==> src/source/chip_select_cfg.svh <==
// chip select config, bus widths and decode constants shared by the address maps
`ifndef CHIP_SELECT_CFG_SVH
`define CHIP_SELECT_CFG_SVH

// 68000 address bus, byte address
`define M68K_ADDR_W 24

// z80 memory address bus
`define Z80_ADDR_W 16

// z80 io cycles only decode the low byte
`define Z80_IO_W 8

// start of z80 work ram, everything below is sound rom
`define Z80_RAM_BASE 16'hf800

// one select bit per 68000 window
`define M68K_REGION_N 22

`endif

==> src/source/board_pkg.sv <==
// board package, board type codes and the 68000 select region numbering
`default_nettype none

package board_pkg;

    // codes 3 to 6 are not decoded
    typedef enum logic [2:0] {
        terra_force = 3'd0,
        armedf      = 3'd1,
        legion      = 3'd2,
        bigfghtr    = 3'd7
    } board_t;

    // each value is a bit index into the 68000 select vector
    typedef enum logic [4:0] {
        rom, ram, tile_pal, txt_ram, ram_2, ram_3,
        spr, spr_pal, fg_ram, bg_ram,
        in_p1, in_p2, in_dsw1, in_dsw2,
        irq_z80,
        bg_scroll_x, bg_scroll_y, fg_scroll_x, fg_scroll_y,
        sound_latch, irq_ack, irq_i8751
    } m68k_region_t;

endpackage

`default_nettype wire

==> src/source/sound_pkg.sv <==
// sound package, z80 io port numbers of the sound board
`default_nettype none

package sound_pkg;

    // low address byte during an io cycle
    typedef enum logic [7:0] {
        sound0    = 8'h00, // ym chip 0
        sound1    = 8'h01, // ym chip 1
        dac1      = 8'h02,
        dac2      = 8'h03,
        latch_clr = 8'h04, // clear sound latch
        latch_r   = 8'h06  // read sound latch
    } z80_port_t;

endpackage

`default_nettype wire

==> src/source/board_latch.sv <==
// board latch, samples the board strap while in reset and holds it afterwards
`timescale 1ns/1ns
`default_nettype none

module board_latch (
    input  logic                clk_sys,
    input  logic                rst_n,
    input  logic [2:0]          pcb,
    output board_pkg::board_t   board
);

    import board_pkg::*;

    // follows the strap during reset, frozen once reset is released
    always_ff @(posedge clk_sys) begin
        if (!rst_n) begin
            board <= board_t'(pcb); // unknown codes pass through as is
        end
    end

    // the decode map must not move under a running game
    a_board_held: assert property (
        @(posedge clk_sys) rst_n && $past(rst_n) |-> $stable(board)
    );

endmodule

`default_nettype wire

==> src/source/m68k_map.sv <==
// 68000 map decoding one chip select per region from a per board window table
`timescale 1ns/1ns
`default_nettype none
`include "chip_select_cfg.svh"

module m68k_map (
    input  logic                        clk_sys,
    input  board_pkg::board_t           board,
    input  logic [`M68K_ADDR_W-1:0]     m68k_a,
    input  logic                        m68k_as_n,
    output logic [`M68K_REGION_N-1:0]   m68k_cs
);

    import board_pkg::*;

    // true when a falls inside the window of region r on board b
    // unmapped regions keep lo above hi so nothing ever matches
    function automatic logic hit(board_t b, m68k_region_t r, logic [`M68K_ADDR_W-1:0] a);
        logic [`M68K_ADDR_W-1:0] lo;
        logic [`M68K_ADDR_W-1:0] hi;
        lo = '1;
        hi = '0;
        case (b)
            terra_force: begin
                case (r)
                    rom:         {lo, hi} = {24'h000000, 24'h05ffff};
                    spr:         {lo, hi} = {24'h060000, 24'h0603ff}; // 1k
                    ram:         {lo, hi} = {24'h060400, 24'h063fff};
                    tile_pal:    {lo, hi} = {24'h064000, 24'h064fff};
                    txt_ram:     {lo, hi} = {24'h068000, 24'h069fff};
                    ram_2:       {lo, hi} = {24'h06a000, 24'h06afff};
                    spr_pal:     {lo, hi} = {24'h06c000, 24'h06cfff};
                    fg_ram:      {lo, hi} = {24'h070000, 24'h070fff};
                    bg_ram:      {lo, hi} = {24'h074000, 24'h074fff};
                    in_p1:       {lo, hi} = {24'h078000, 24'h078001};
                    in_p2:       {lo, hi} = {24'h078002, 24'h078003};
                    in_dsw1:     {lo, hi} = {24'h078004, 24'h078005};
                    in_dsw2:     {lo, hi} = {24'h078006, 24'h078007};
                    irq_z80:     {lo, hi} = {24'h07c000, 24'h07c001};
                    bg_scroll_x: {lo, hi} = {24'h07c002, 24'h07c003};
                    bg_scroll_y: {lo, hi} = {24'h07c004, 24'h07c005};
                    sound_latch: {lo, hi} = {24'h07c00a, 24'h07c00b};
                    irq_ack:     {lo, hi} = {24'h07c00e, 24'h07c00f};
                    default: ; // no ram_3, no fg scroll, no mcu
                endcase
            end
            armedf: begin
                case (r)
                    rom:         {lo, hi} = {24'h000000, 24'h05ffff};
                    spr:         {lo, hi} = {24'h060000, 24'h0603ff};
                    ram:         {lo, hi} = {24'h060400, 24'h063fff};
                    ram_2:       {lo, hi} = {24'h064000, 24'h065fff}; // 8k
                    bg_ram:      {lo, hi} = {24'h066000, 24'h066fff};
                    fg_ram:      {lo, hi} = {24'h067000, 24'h067fff};
                    txt_ram:     {lo, hi} = {24'h068000, 24'h069fff};
                    tile_pal:    {lo, hi} = {24'h06a000, 24'h06afff};
                    spr_pal:     {lo, hi} = {24'h06b000, 24'h06bfff};
                    in_p1:       {lo, hi} = {24'h06c000, 24'h06c001};
                    in_p2:       {lo, hi} = {24'h06c002, 24'h06c003};
                    in_dsw1:     {lo, hi} = {24'h06c004, 24'h06c005};
                    in_dsw2:     {lo, hi} = {24'h06c006, 24'h06c007};
                    ram_3:       {lo, hi} = {24'h06c008, 24'h06c7ff}; // starts right after dsw2
                    irq_z80:     {lo, hi} = {24'h06d000, 24'h06d001};
                    bg_scroll_x: {lo, hi} = {24'h06d002, 24'h06d003};
                    bg_scroll_y: {lo, hi} = {24'h06d004, 24'h06d005};
                    fg_scroll_x: {lo, hi} = {24'h06d006, 24'h06d007};
                    fg_scroll_y: {lo, hi} = {24'h06d008, 24'h06d009};
                    sound_latch: {lo, hi} = {24'h06d00a, 24'h06d00b};
                    irq_ack:     {lo, hi} = {24'h06d00e, 24'h06d00f};
                    default: ;
                endcase
            end
            legion: begin
                case (r)
                    rom:         {lo, hi} = {24'h000000, 24'h03ffff}; // half size rom
                    spr:         {lo, hi} = {24'h060000, 24'h060fff};
                    ram:         {lo, hi} = {24'h061000, 24'h063fff};
                    tile_pal:    {lo, hi} = {24'h064000, 24'h064fff};
                    txt_ram:     {lo, hi} = {24'h068000, 24'h069fff};
                    ram_3:       {lo, hi} = {24'h06a000, 24'h06a9ff};
                    spr_pal:     {lo, hi} = {24'h06c000, 24'h06cfff};
                    fg_ram:      {lo, hi} = {24'h070000, 24'h070fff};
                    bg_ram:      {lo, hi} = {24'h074000, 24'h074fff};
                    in_p1:       {lo, hi} = {24'h078000, 24'h078001};
                    in_p2:       {lo, hi} = {24'h078002, 24'h078003};
                    in_dsw1:     {lo, hi} = {24'h078004, 24'h078005};
                    in_dsw2:     {lo, hi} = {24'h078006, 24'h078007};
                    irq_z80:     {lo, hi} = {24'h07c000, 24'h07c001};
                    bg_scroll_x: {lo, hi} = {24'h07c002, 24'h07c003};
                    bg_scroll_y: {lo, hi} = {24'h07c004, 24'h07c005};
                    sound_latch: {lo, hi} = {24'h07c00a, 24'h07c00b};
                    irq_ack:     {lo, hi} = {24'h07c00e, 24'h07c00f};
                    default: ;
                endcase
            end
            bigfghtr: begin
                case (r)
                    rom:         {lo, hi} = {24'h000000, 24'h07ffff};
                    spr:         {lo, hi} = {24'h080000, 24'h0805ff};
                    ram:         {lo, hi} = {24'h080600, 24'h083fff};
                    ram_2:       {lo, hi} = {24'h084000, 24'h085fff};
                    bg_ram:      {lo, hi} = {24'h086000, 24'h086fff};
                    fg_ram:      {lo, hi} = {24'h087000, 24'h087fff};
                    txt_ram:     {lo, hi} = {24'h088000, 24'h089fff};
                    tile_pal:    {lo, hi} = {24'h08a000, 24'h08afff};
                    spr_pal:     {lo, hi} = {24'h08b000, 24'h08bfff};
                    in_p1:       {lo, hi} = {24'h08c000, 24'h08c001};
                    in_p2:       {lo, hi} = {24'h08c002, 24'h08c003};
                    in_dsw1:     {lo, hi} = {24'h08c004, 24'h08c005};
                    in_dsw2:     {lo, hi} = {24'h08c006, 24'h08c007};
                    irq_z80:     {lo, hi} = {24'h08d000, 24'h08d001};
                    bg_scroll_x: {lo, hi} = {24'h08d002, 24'h08d003};
                    bg_scroll_y: {lo, hi} = {24'h08d004, 24'h08d005};
                    fg_scroll_x: {lo, hi} = {24'h08d006, 24'h08d007};
                    fg_scroll_y: {lo, hi} = {24'h08d008, 24'h08d009};
                    sound_latch: {lo, hi} = {24'h08d00a, 24'h08d00b};
                    irq_ack:     {lo, hi} = {24'h08d00e, 24'h08d00f};
                    irq_i8751:   {lo, hi} = {24'h400000, 24'h400001}; // mcu interrupt
                    default: ;
                endcase
            end
            default: ; // unknown board maps nothing
        endcase
        return (a >= lo) && (a <= hi);
    endfunction

    always_comb begin
        for (int i = 0; i < `M68K_REGION_N; i++) begin
            m68k_cs[i] = !m68k_as_n && hit(board, m68k_region_t'(i), m68k_a);
        end
    end

    // the 68000 fetches its reset vector from rom on every known board
    a_vector_rom: assert property (
        @(posedge clk_sys)
            !m68k_as_n && (m68k_a == '0)
            && (board inside {terra_force, armedf, legion, bigfghtr})
            |-> m68k_cs[rom]
    );

    // every board table is free of overlapping windows
    a_single_cs: assert property (
        @(posedge clk_sys) $onehot0(m68k_cs)
    );

endmodule

`default_nettype wire

==> src/source/z80_map.sv <==
// z80 map splitting sound cpu memory into rom and ram and decoding the io port selects
`timescale 1ns/1ns
`default_nettype none
`include "chip_select_cfg.svh"

module z80_map (
    input  logic                    clk_sys,
    input  logic [`Z80_ADDR_W-1:0]  z80_addr,
    input  logic                    MREQ_n,
    input  logic                    IORQ_n,
    output logic                    z80_rom_cs,
    output logic                    z80_ram_cs,
    output logic                    z80_sound0_cs,
    output logic                    z80_sound1_cs,
    output logic                    z80_dac1_cs,
    output logic                    z80_dac2_cs,
    output logic                    z80_latch_clr_cs,
    output logic                    z80_latch_r_cs
);

    import sound_pkg::*;

    logic [`Z80_IO_W-1:0] io_port;
    logic                 io_cycle;

    assign io_port  = z80_addr[`Z80_IO_W-1:0]; // upper byte ignored on io
    assign io_cycle = !IORQ_n;

    assign z80_rom_cs = !MREQ_n && (z80_addr <  `Z80_RAM_BASE);
    assign z80_ram_cs = !MREQ_n && (z80_addr >= `Z80_RAM_BASE);

    assign z80_sound0_cs    = io_cycle && (io_port == sound0);
    assign z80_sound1_cs    = io_cycle && (io_port == sound1);
    assign z80_dac1_cs      = io_cycle && (io_port == dac1);
    assign z80_dac2_cs      = io_cycle && (io_port == dac2);
    assign z80_latch_clr_cs = io_cycle && (io_port == latch_clr);
    assign z80_latch_r_cs   = io_cycle && (io_port == latch_r);

    // only one device drives the sound data bus at a time
    a_one_device: assert property (
        @(posedge clk_sys) $onehot0({z80_rom_cs, z80_ram_cs, z80_sound0_cs, z80_sound1_cs,
                                     z80_dac1_cs, z80_dac2_cs, z80_latch_clr_cs,
                                     z80_latch_r_cs})
    );

endmodule

`default_nettype wire

==> src/source/chip_select.sv <==
// chip select top, board latch feeding the 68000 map next to the z80 map
`timescale 1ns/1ns
`default_nettype none
`include "chip_select_cfg.svh"

module chip_select (
    input  logic                        clk_sys,
    input  logic                        rst_n,
    input  logic [2:0]                  pcb,
    input  logic [`M68K_ADDR_W-1:0]     m68k_a,
    input  logic                        m68k_as_n,
    input  logic [`Z80_ADDR_W-1:0]      z80_addr,
    input  logic                        MREQ_n,
    input  logic                        IORQ_n,
    output logic [`M68K_REGION_N-1:0]   m68k_cs,
    output logic                        z80_rom_cs,
    output logic                        z80_ram_cs,
    output logic                        z80_sound0_cs,
    output logic                        z80_sound1_cs,
    output logic                        z80_dac1_cs,
    output logic                        z80_dac2_cs,
    output logic                        z80_latch_clr_cs,
    output logic                        z80_latch_r_cs
);

    import board_pkg::*;

    board_t board; // held board type

    board_latch board_latch_i (
        .clk_sys (clk_sys),
        .rst_n   (rst_n),
        .pcb     (pcb),
        .board   (board)
    );

    m68k_map m68k_map_i (
        .clk_sys   (clk_sys),
        .board     (board),
        .m68k_a    (m68k_a),
        .m68k_as_n (m68k_as_n),
        .m68k_cs   (m68k_cs)
    );

    // sound side does not depend on the board
    z80_map z80_map_i (
        .clk_sys          (clk_sys),
        .z80_addr         (z80_addr),
        .MREQ_n           (MREQ_n),
        .IORQ_n           (IORQ_n),
        .z80_rom_cs       (z80_rom_cs),
        .z80_ram_cs       (z80_ram_cs),
        .z80_sound0_cs    (z80_sound0_cs),
        .z80_sound1_cs    (z80_sound1_cs),
        .z80_dac1_cs      (z80_dac1_cs),
        .z80_dac2_cs      (z80_dac2_cs),
        .z80_latch_clr_cs (z80_latch_clr_cs),
        .z80_latch_r_cs   (z80_latch_r_cs)
    );

endmodule

`default_nettype wire

==> config.mk <==
export PLATFORM = sky130hd
export DESIGN_NAME = chip_select
export DESIGN_NICKNAME = d
export VERILOG_FILES = /design/src/source/board_pkg.sv /design/src/source/sound_pkg.sv /design/src/source/board_latch.sv /design/src/source/m68k_map.sv /design/src/source/z80_map.sv /design/src/source/chip_select.sv
export VERILOG_INCLUDE_DIRS = /design/src /design/src/source
export SDC_FILE = /design/constraint.sdc
export NUM_CORES = 1
export LEC_CHECK = 0
export ABC_AREA = 1
export BUFFER_PORTS_ARGS = -buffer_cell sky130_fd_sc_hd__buf_4
export CORE_AREA = 2 2 149 151
export CTS_CLUSTER_SIZE = 25
export DETAILED_ROUTE_END_ITERATION = 16
export DIE_AREA = 0 0 151 153
export PLACE_DENSITY_LB_ADDON = 0.12
export SYNTH_ARGS = -nofsm -noshare
export SYNTH_HDL_FRONTEND = slang
export SYNTH_SLANG_ARGS = --single-unit
==> constraint.sdc <==
create_clock -name clk_sys -period 4.9 [get_ports clk_sys]
set_input_delay 0.98 -clock clk_sys [delete_from_list [all_inputs] [get_ports clk_sys]]
set_output_delay 0.98 -clock clk_sys [all_outputs]
set_load 0.1 [all_outputs]
==> flow_summary_export.csv, run 1 <==
group,metric,value,unit
clocking,hold_buffers,0,
power,combPwrFrac,0.884,
worst_setup_path,critPathRequiredTime,3.92,ns
detailed_routing,wl_per_cell,15.7,µm
worst_setup_path,cp_num_buf_inv,3,
synth,ys_warn_count,0,
worst_setup_path,crit_type,"register to output pin",
grt,grt-busiest-layer,"met2",
detailed_routing,via_per_inst,5.31,
power,power.density,135,nW/µm²
grt,grtUsageTotal,0.251,
job,drv_cap,0,
synth,ys_types,44,
synth,ys.flop_type,"edfxtp_1",
placement,dp_cells,1831,
worst_setup_path,worstSetupEndpointType,"output pin",
power,p_leak,5.57,nW
worst_hold_path,worstHoldStart,"pcb[1]",
floorplan,rows,54,
worst_setup_path,crit_path_max_fanout,12,
grt,grt_antenna_before_repair,0,
detailed_routing,drc,0,
sta,drv_slew,0,
floorplan,fp.coreArea,21500,µm²
worst_setup_path,path_cells,"nor3_1 > inv_2 > nand2_4 > nor2_4 > inv_1 > ha_1 > or2_2 > nor3_1 > nand3_1 > nand2_1 > nand2_1 > nor2_4 > buf_4",
status,status,"finished clean",
sta,tns,0,ns
sta,fmax,214,MHz
cells_and_area,drive_gt1_frac,0.114,
synth,netlist_instances,1460,
cells_and_area,stdcell_count,1837,
sta,setup_viol,0,
clocking,root_buffer,"clkbuf_16",
detailed_routing,route.antenna.remaining_nets,0,
floorplan,die-area,23100,µm²
sta,hold_viol_final,0,
grt,grtUsageMet2,0.441,
synth,yosysSeqAreaShare,0.00993,
cells_and_area,layout_commonest_cell,"nand2_1",
floorplan,initial_utilization,0.422,
synth,synth-seq-cells,3,
power,finalPower,1.40,mW
placement,place.gp.congestion,0.931,
sta,tightest_slew,0.848,ns
power,p_int,0.583,mW
cells_and_area,diodes,0,
cells_and_area,reg.largest.list,"board_latch_i.board: 3 flops",
clocking,cts_buffers,3,
synth,syn_nets,1803,
detailed_routing,dr.pass1.iters,4,
detailed_routing,drt-initial-drc-count,474,
clocking,cts.clk_slew.worst_paths,0.03,ns
cells_and_area,fin_nets,1901,
grt,grt_pass1_wl,46600,µm
grt,grt_start_max_net_pins,24,
clocking,cts_buffer_depth,2,
placement,hpwlAfterDp,22400,µm
synth,avgSynthCellArea,6.21,µm²
worst_setup_path,cp-startpoint,"board_latch_i.board[2]",
detailed_routing,vias,9756,
floorplan,fp.dieW,151,µm
cells_and_area,areaGrowthSynthToFinish,14.3,%
power,p_clk_frac,0.091,
cells_and_area,largest_reg_flops,3,
cells_and_area,largest_register,"board_latch_i.board",
grt,grt_pass1_vias,9183,
sta,fin_crit,4.67,ns
detailed_routing,wirelength,28900,µm
worst_setup_path,cp.arrival,3.69,ns
cells_and_area,utilization,0.483,
worst_setup_path,critical-path-top-delay-family,"simple AND/OR/NAND/NOR gates",
placement,io_buffers,74,
worst_hold_path,hold_class,"primary input to register",
floorplan,io-pin-count,78,
synth,synth_edf_count,3,
grt,overflow,0,
worst_setup_path,crit_slowest_cell,"edfxtp_1",
synth,async_reset_ff_frac,0,
clocking,cts_sinks,3,
sta,rsz0062_at_grt,"no",
cells_and_area,n_fill_cell,2275,
cells_and_area,final_cell_mix,"nand2_1 (370), ha_1 (295), nor2_1 (162)",
sta,slew_headroom,0.432,
grt,grtUsageMet1,0.342,
floorplan,die_h,153,µm
clocking,h-tree-depth,1,
clocking,cts_tree,"built",
worst_setup_path,critPathLaunchType,"register",
power,p_switching,0.817,mW
grt,use_met3,0.0149,
sta,finalCritPeriodShare,0.952,
power,p_sw_frac,0.584,
worst_setup_path,cpPeakStageDelay,0.48,ns
synth,synthesis.area,9070,µm²
power,p_seq_frac,0.025,
power,ir_drop,0.0827,mV
[metal layers]
layer / up-vias / share of wire
met5: - / 0
met4: 0 / 0.015
met3: 32 / 0.035
met2: 194 / 0.47
met1: 4388 / 0.48
li1: 5142 / -
[kinds of logic after synthesis]
family / synth area share
buffers and inverters: 0.0750
AND/OR/NAND/NOR: 0.369
flip-flops: 0.00993
adder cells (fa/ha/maj): 0.407
AO/OA/AOI/OAI: 0.139
[cell usage after synthesis, drive strengths merged, types with 2 or more instances]
cell type,count,area (µm²)
ha,295,3690
clkbuf,3,21.3
nand4,35,219
nor3b,7,63.8
inv,163,612
a21o,4,30.0
and3,3,18.8
clkinv,2,7.51
edfxtp,3,90.1
buf,5,40.0
nand3b,3,22.5
nand3,87,455
o21a,12,90.1
nor3,29,161
o21bai,9,67.6
or2,6,37.5
nor2,195,802
a21oi,142,722
nor4,12,81.3
o21ai,53,269
nand2,381,1490
o211ai,3,22.5
a21boi,3,22.5
[final cells by class]
cell class,count,area [µm²],area share
Sequential cell,3,90.1,0.00869
Inverter,165,623,0.0601
Timing Repair Buffer,101,758,0.0731
Multi-Input combinational cell,1284,8470,0.817
Clock buffer,4,78.8,0.00760
Tap cell,280,350,0.0338
[final timing paths]
| kind | endpoint | cells after the start |
|---|---|---|
| max | m68k_cs[6] | 13 |
| min | board_latch_i.board[1] | 1 |
[power by group through the flow]
| stage | clock network (mW) | logic (mW) | registers (mW) |
|---|---|---|---|
| 4_1_cts | 0.129 | 1.23 | 0.0345 |
| 6_report | 0.128 | 1.24 | 0.0343 |
| 3_3_place_gp | 0 | 1.20 | 0.0347 |
| 5_1_grt | 0.134 | 1.43 | 0.0345 |
| 2_1_floorplan | 0 | 0.870 | 0.0336 |
| 3_5_place_dp | 0 | 1.22 | 0.0348 |
[what timing repair did]
| action | in CTS | in global routing |
|---|---|---|
| endpoints found under the setup margin | 0 | 14 |
| gates resized for setup | 0 | 2 |
| setup buffers | 0 | 2 |
[stage by stage]
step | hold WS, ns | cell area (µm²) | setup slack [ns]
CTS | 0.934 | 10300 | 0.0460
detailed placement | 1.16 | 10300 | 0.284
global route | 0.935 | 10400 | 0.0184
floorplan | 1.08 | 9230 | -0.000928
global placement | 1.16 | 10300 | 0.361
finish | 0.935 | 10400 | 0.234
Power figures use the tool's default switching activity.
==> inputs of run 2 (changes only) <==
--- a/config.mk
+++ b/config.mk
@@ -8,11 +8,13 @@
 export LEC_CHECK = 0
 export ABC_AREA = 1
 export BUFFER_PORTS_ARGS = -buffer_cell sky130_fd_sc_hd__buf_4
-export CORE_AREA = 2 2 149 151
+export CORE_AREA = 2 2 145 147
+export CTS_CLUSTER_DIAMETER = 50
 export CTS_CLUSTER_SIZE = 25
 export DETAILED_ROUTE_END_ITERATION = 16
-export DIE_AREA = 0 0 151 153
+export DIE_AREA = 0 0 147 149
 export PLACE_DENSITY_LB_ADDON = 0.12
 export SYNTH_ARGS = -nofsm -noshare
 export SYNTH_HDL_FRONTEND = slang
+export SYNTH_HIERARCHICAL = 1
 export SYNTH_SLANG_ARGS = --single-unit
==> flow_summary_export.csv, run 2 <==
group,metric,value,unit
status,status,"finished clean",
worst_setup_path,worstSetupEndpointType,"output pin",
cells_and_area,final_area,9970,µm²
sta,holdWs,0.932,ns
cells_and_area,multiInputGateArea,8060,µm²
detailed_routing,wl_per_cell,15.6,µm
clocking,cts_buffers,3,
job,drv_cap,0,
power,p_leak,5.36,nW
detailed_routing,wirelength,28100,µm
synth,yosysSeqAreaShare,0.0104,
sta,tns,0,ns
worst_setup_path,critPathMostFrequentCell,"nand2_1",
power,p_sw_frac,0.586,
floorplan,fp.coreArea,20600,µm²
worst_setup_path,crit_type,"register to output pin",
synth,ys.flop_type,"edfxtp_1",
detailed_routing,vias,9424,
clocking,hold_buffers,0,
sta,finalCritPeriodShare,0.970,
worst_setup_path,critPathLaunchType,"register",
sta,slew_headroom,0.563,
worst_setup_path,path_cells,"nand2_1 > nor2_2 > inv_1 > nand2_1 > nor2_4 > clkinvlp_4 > ha_1 > nand4_1 > nor2_4 > nand2_2 > nor3_4 > nand2_1 > nand2_1 > nand2_1 > a21oi_4 > buf_4",
cells_and_area,largest_reg_flops,3,
cells_and_area,final_cell_mix,"nand2_1 (384), ha_1 (280), nor2_1 (165)",
grt,grt_pass1_vias,8698,
synth,synth-seq-cells,3,
sta,rsz0062_at_grt,"yes",
grt,overflow,0,
cells_and_area,reg.largest.list,"board_latch_i/board: 3 flops",
synth,syn_nets,1755,
synth,ys_types,39,
sta,fmax,210,MHz
power,ir_drop,0.223,mV
grt,grtUsageTotal,0.253,
synth,yosysTopAreaCell,"ha_1",
worst_setup_path,critPathRequiredTime,3.92,ns
detailed_routing,drt-initial-drc-count,564,
worst_setup_path,crit_slowest_cell,"edfxtp_1",
synth,synthesis.area,8670,µm²
power,p_int,0.549,mW
clocking,h-tree-depth,1,
detailed_routing,route.antenna.remaining_nets,0,
detailed_routing,via_per_inst,5.24,
synth,ys_warn_count,6,
worst_setup_path,cp.arrival,3.77,ns
floorplan,rows,53,
worst_setup_path,crit_path_max_fanout,11,
clocking,cts_buffer_depth,2,
cells_and_area,fin_nets,1851,
synth,netlist_instances,1427,
grt,grt_pass1_wl,45000,µm
cells_and_area,n_fill_cell,2221,
floorplan,io-pin-count,78,
floorplan,die_h,149,µm
power,p_switching,0.778,mW
placement,hpwlAfterDp,21700,µm
synth,netlist_top_cells_area,"ha_1 (40%), nand2_1 (17%), nor2_1 (8.0%)",
synth,async_reset_ff_frac,0,
synth,synth_top_area_frac,0.404,
sta,setup_viol,0,
sta,hold_viol_final,0,
power,p_seq_frac,0.026,
power,combPwrFrac,0.876,
sta,fin_crit,4.75,ns
placement,post_dp_cell_area,9810,µm²
clocking,cts.clk_slew.worst_paths,0.03,ns
cells_and_area,layout_commonest_cell,"nand2_1",
sta,tightest_slew,0.651,ns
sta,drv_slew,0,
synth,synth_most_common_cell,"nand2_1",
floorplan,fp.dieW,147,µm
placement,io_buffers,74,
cells_and_area,largest_register,"board_latch_i/board",
synth,synth_edf_count,3,
grt,grt_antenna_before_repair,0,
cells_and_area,drive_gt1_frac,0.0999,
worst_hold_path,hold_class,"primary input to register",
worst_setup_path,cpPeakStageDelay,0.50,ns
grt,grt_start_max_net_pins,28,
cells_and_area,diodes,0,
detailed_routing,drc,0,
floorplan,initial_utilization,0.422,
clocking,cts_sinks,3,
clocking,cts_tree,"built",
floorplan,die-area,21900,µm²
power,p_clk_frac,0.098,
power,power.density,133,nW/µm²
clocking,root_buffer,"clkbuf_16",
cells_and_area,areaGrowthSynthToFinish,15.0,%
detailed_routing,dr.pass1.iters,5,
synth,avgSynthCellArea,6.07,µm²
synth,synthTopCellsByCount,"nand2_1 (384), ha_1 (280), nor2_1 (185)",
placement,place.gp.congestion,0.885,
cells_and_area,register_area,90.1,µm²
[run 2: changes by cell type after synthesis, moves of 5 or more]
cell	before	now
ha_1	295	280
nor4_1	11	5
inv_1	153	167
inv_2	10	1
nor2_4	7	2
nand2_1	370	384
a21oi_1	141	129
nor3b_1	6	1
nand2_4	6	0
[run 2: power groups by stage]
stage	sequential (mW)	combinational (mW)	clock (mW)
floorplan	0.0330	0.802	0
global placement	0.0342	1.12	0
detailed placement	0.0342	1.13	0
CTS	0.0339	1.14	0.133
global route	0.0343	1.34	0.134
finish	0.0340	1.16	0.131
[run 2: worst max-delay path: cells and delay by family, from the launching register on]
kind | cells | cell delay (ns)
buffers and inverters | 3 | 0.73
DFF | 1 | 0.50
adders and majority gates | 1 | 0.43
and+or+nand+nor | 11 | 1.74
AOI/OAI and AO/OA | 1 | 0.14
[run 2: logic make-up after synthesis]
kind of cell               synth area share
AOI/OAI and AO/OA                     0.141
adders and majority gates             0.404
buffers and inverters                0.0775
DFF                                  0.0104
and+or+nand+nor                       0.367
[run 2: routing by layer]
| layer | track usage | part of all wire | up-vias |
|---|---|---|---|
| met5 | 0 | 0 | - |
| li1 | - | - | 4977 |
| met1 | 0.354 | 0.50 | 4255 |
| met4 | 0.0452 | 0.014 | 0 |
| met2 | 0.437 | 0.45 | 172 |
| met3 | 0.0119 | 0.036 | 20 |
[run 2: timing repair]
action                                  CTS  global route
endpoints found under the setup margin    0            14
setup buffers                             0             4
endpoints found under the hold margin     0             0
resized for setup                         0            10
[run 2: path summary, 6_finish.rpt]
check,from,endpoint,depth (start not counted)
worst max-delay path,board_latch_i/board[1],m68k_cs[20],16
worst min-delay path,pcb[2],board_latch_i/board[2],1
[run 2: area by class of cell]
class,count,area share
clock buffer,4,0.00791
inverter,168,0.0644
multi-input combinational,1248,0.809
sequential,3,0.00904
tap,275,0.0345
timing repair buffer,98,0.0746
timing repair inverter,1,0.000753
[run 2: metrics by stage]
| step | total power [mW] | std cells | utilization | setup WS (ns) |
|---|---|---|---|---|
| CTS | 1.31 | 1792 | 0.481 | 0.0543 |
| finish | 1.33 | 1797 | 0.485 | 0.146 |
| floorplan | 0.835 | 1427 | - | 0.0284 |
| global route | 1.51 | 1797 | 0.485 | -0.0137 |
| global placement | 1.15 | 1788 | 0.477 | 0.368 |
| detailed placement | 1.17 | 1788 | 0.477 | 0.304 |
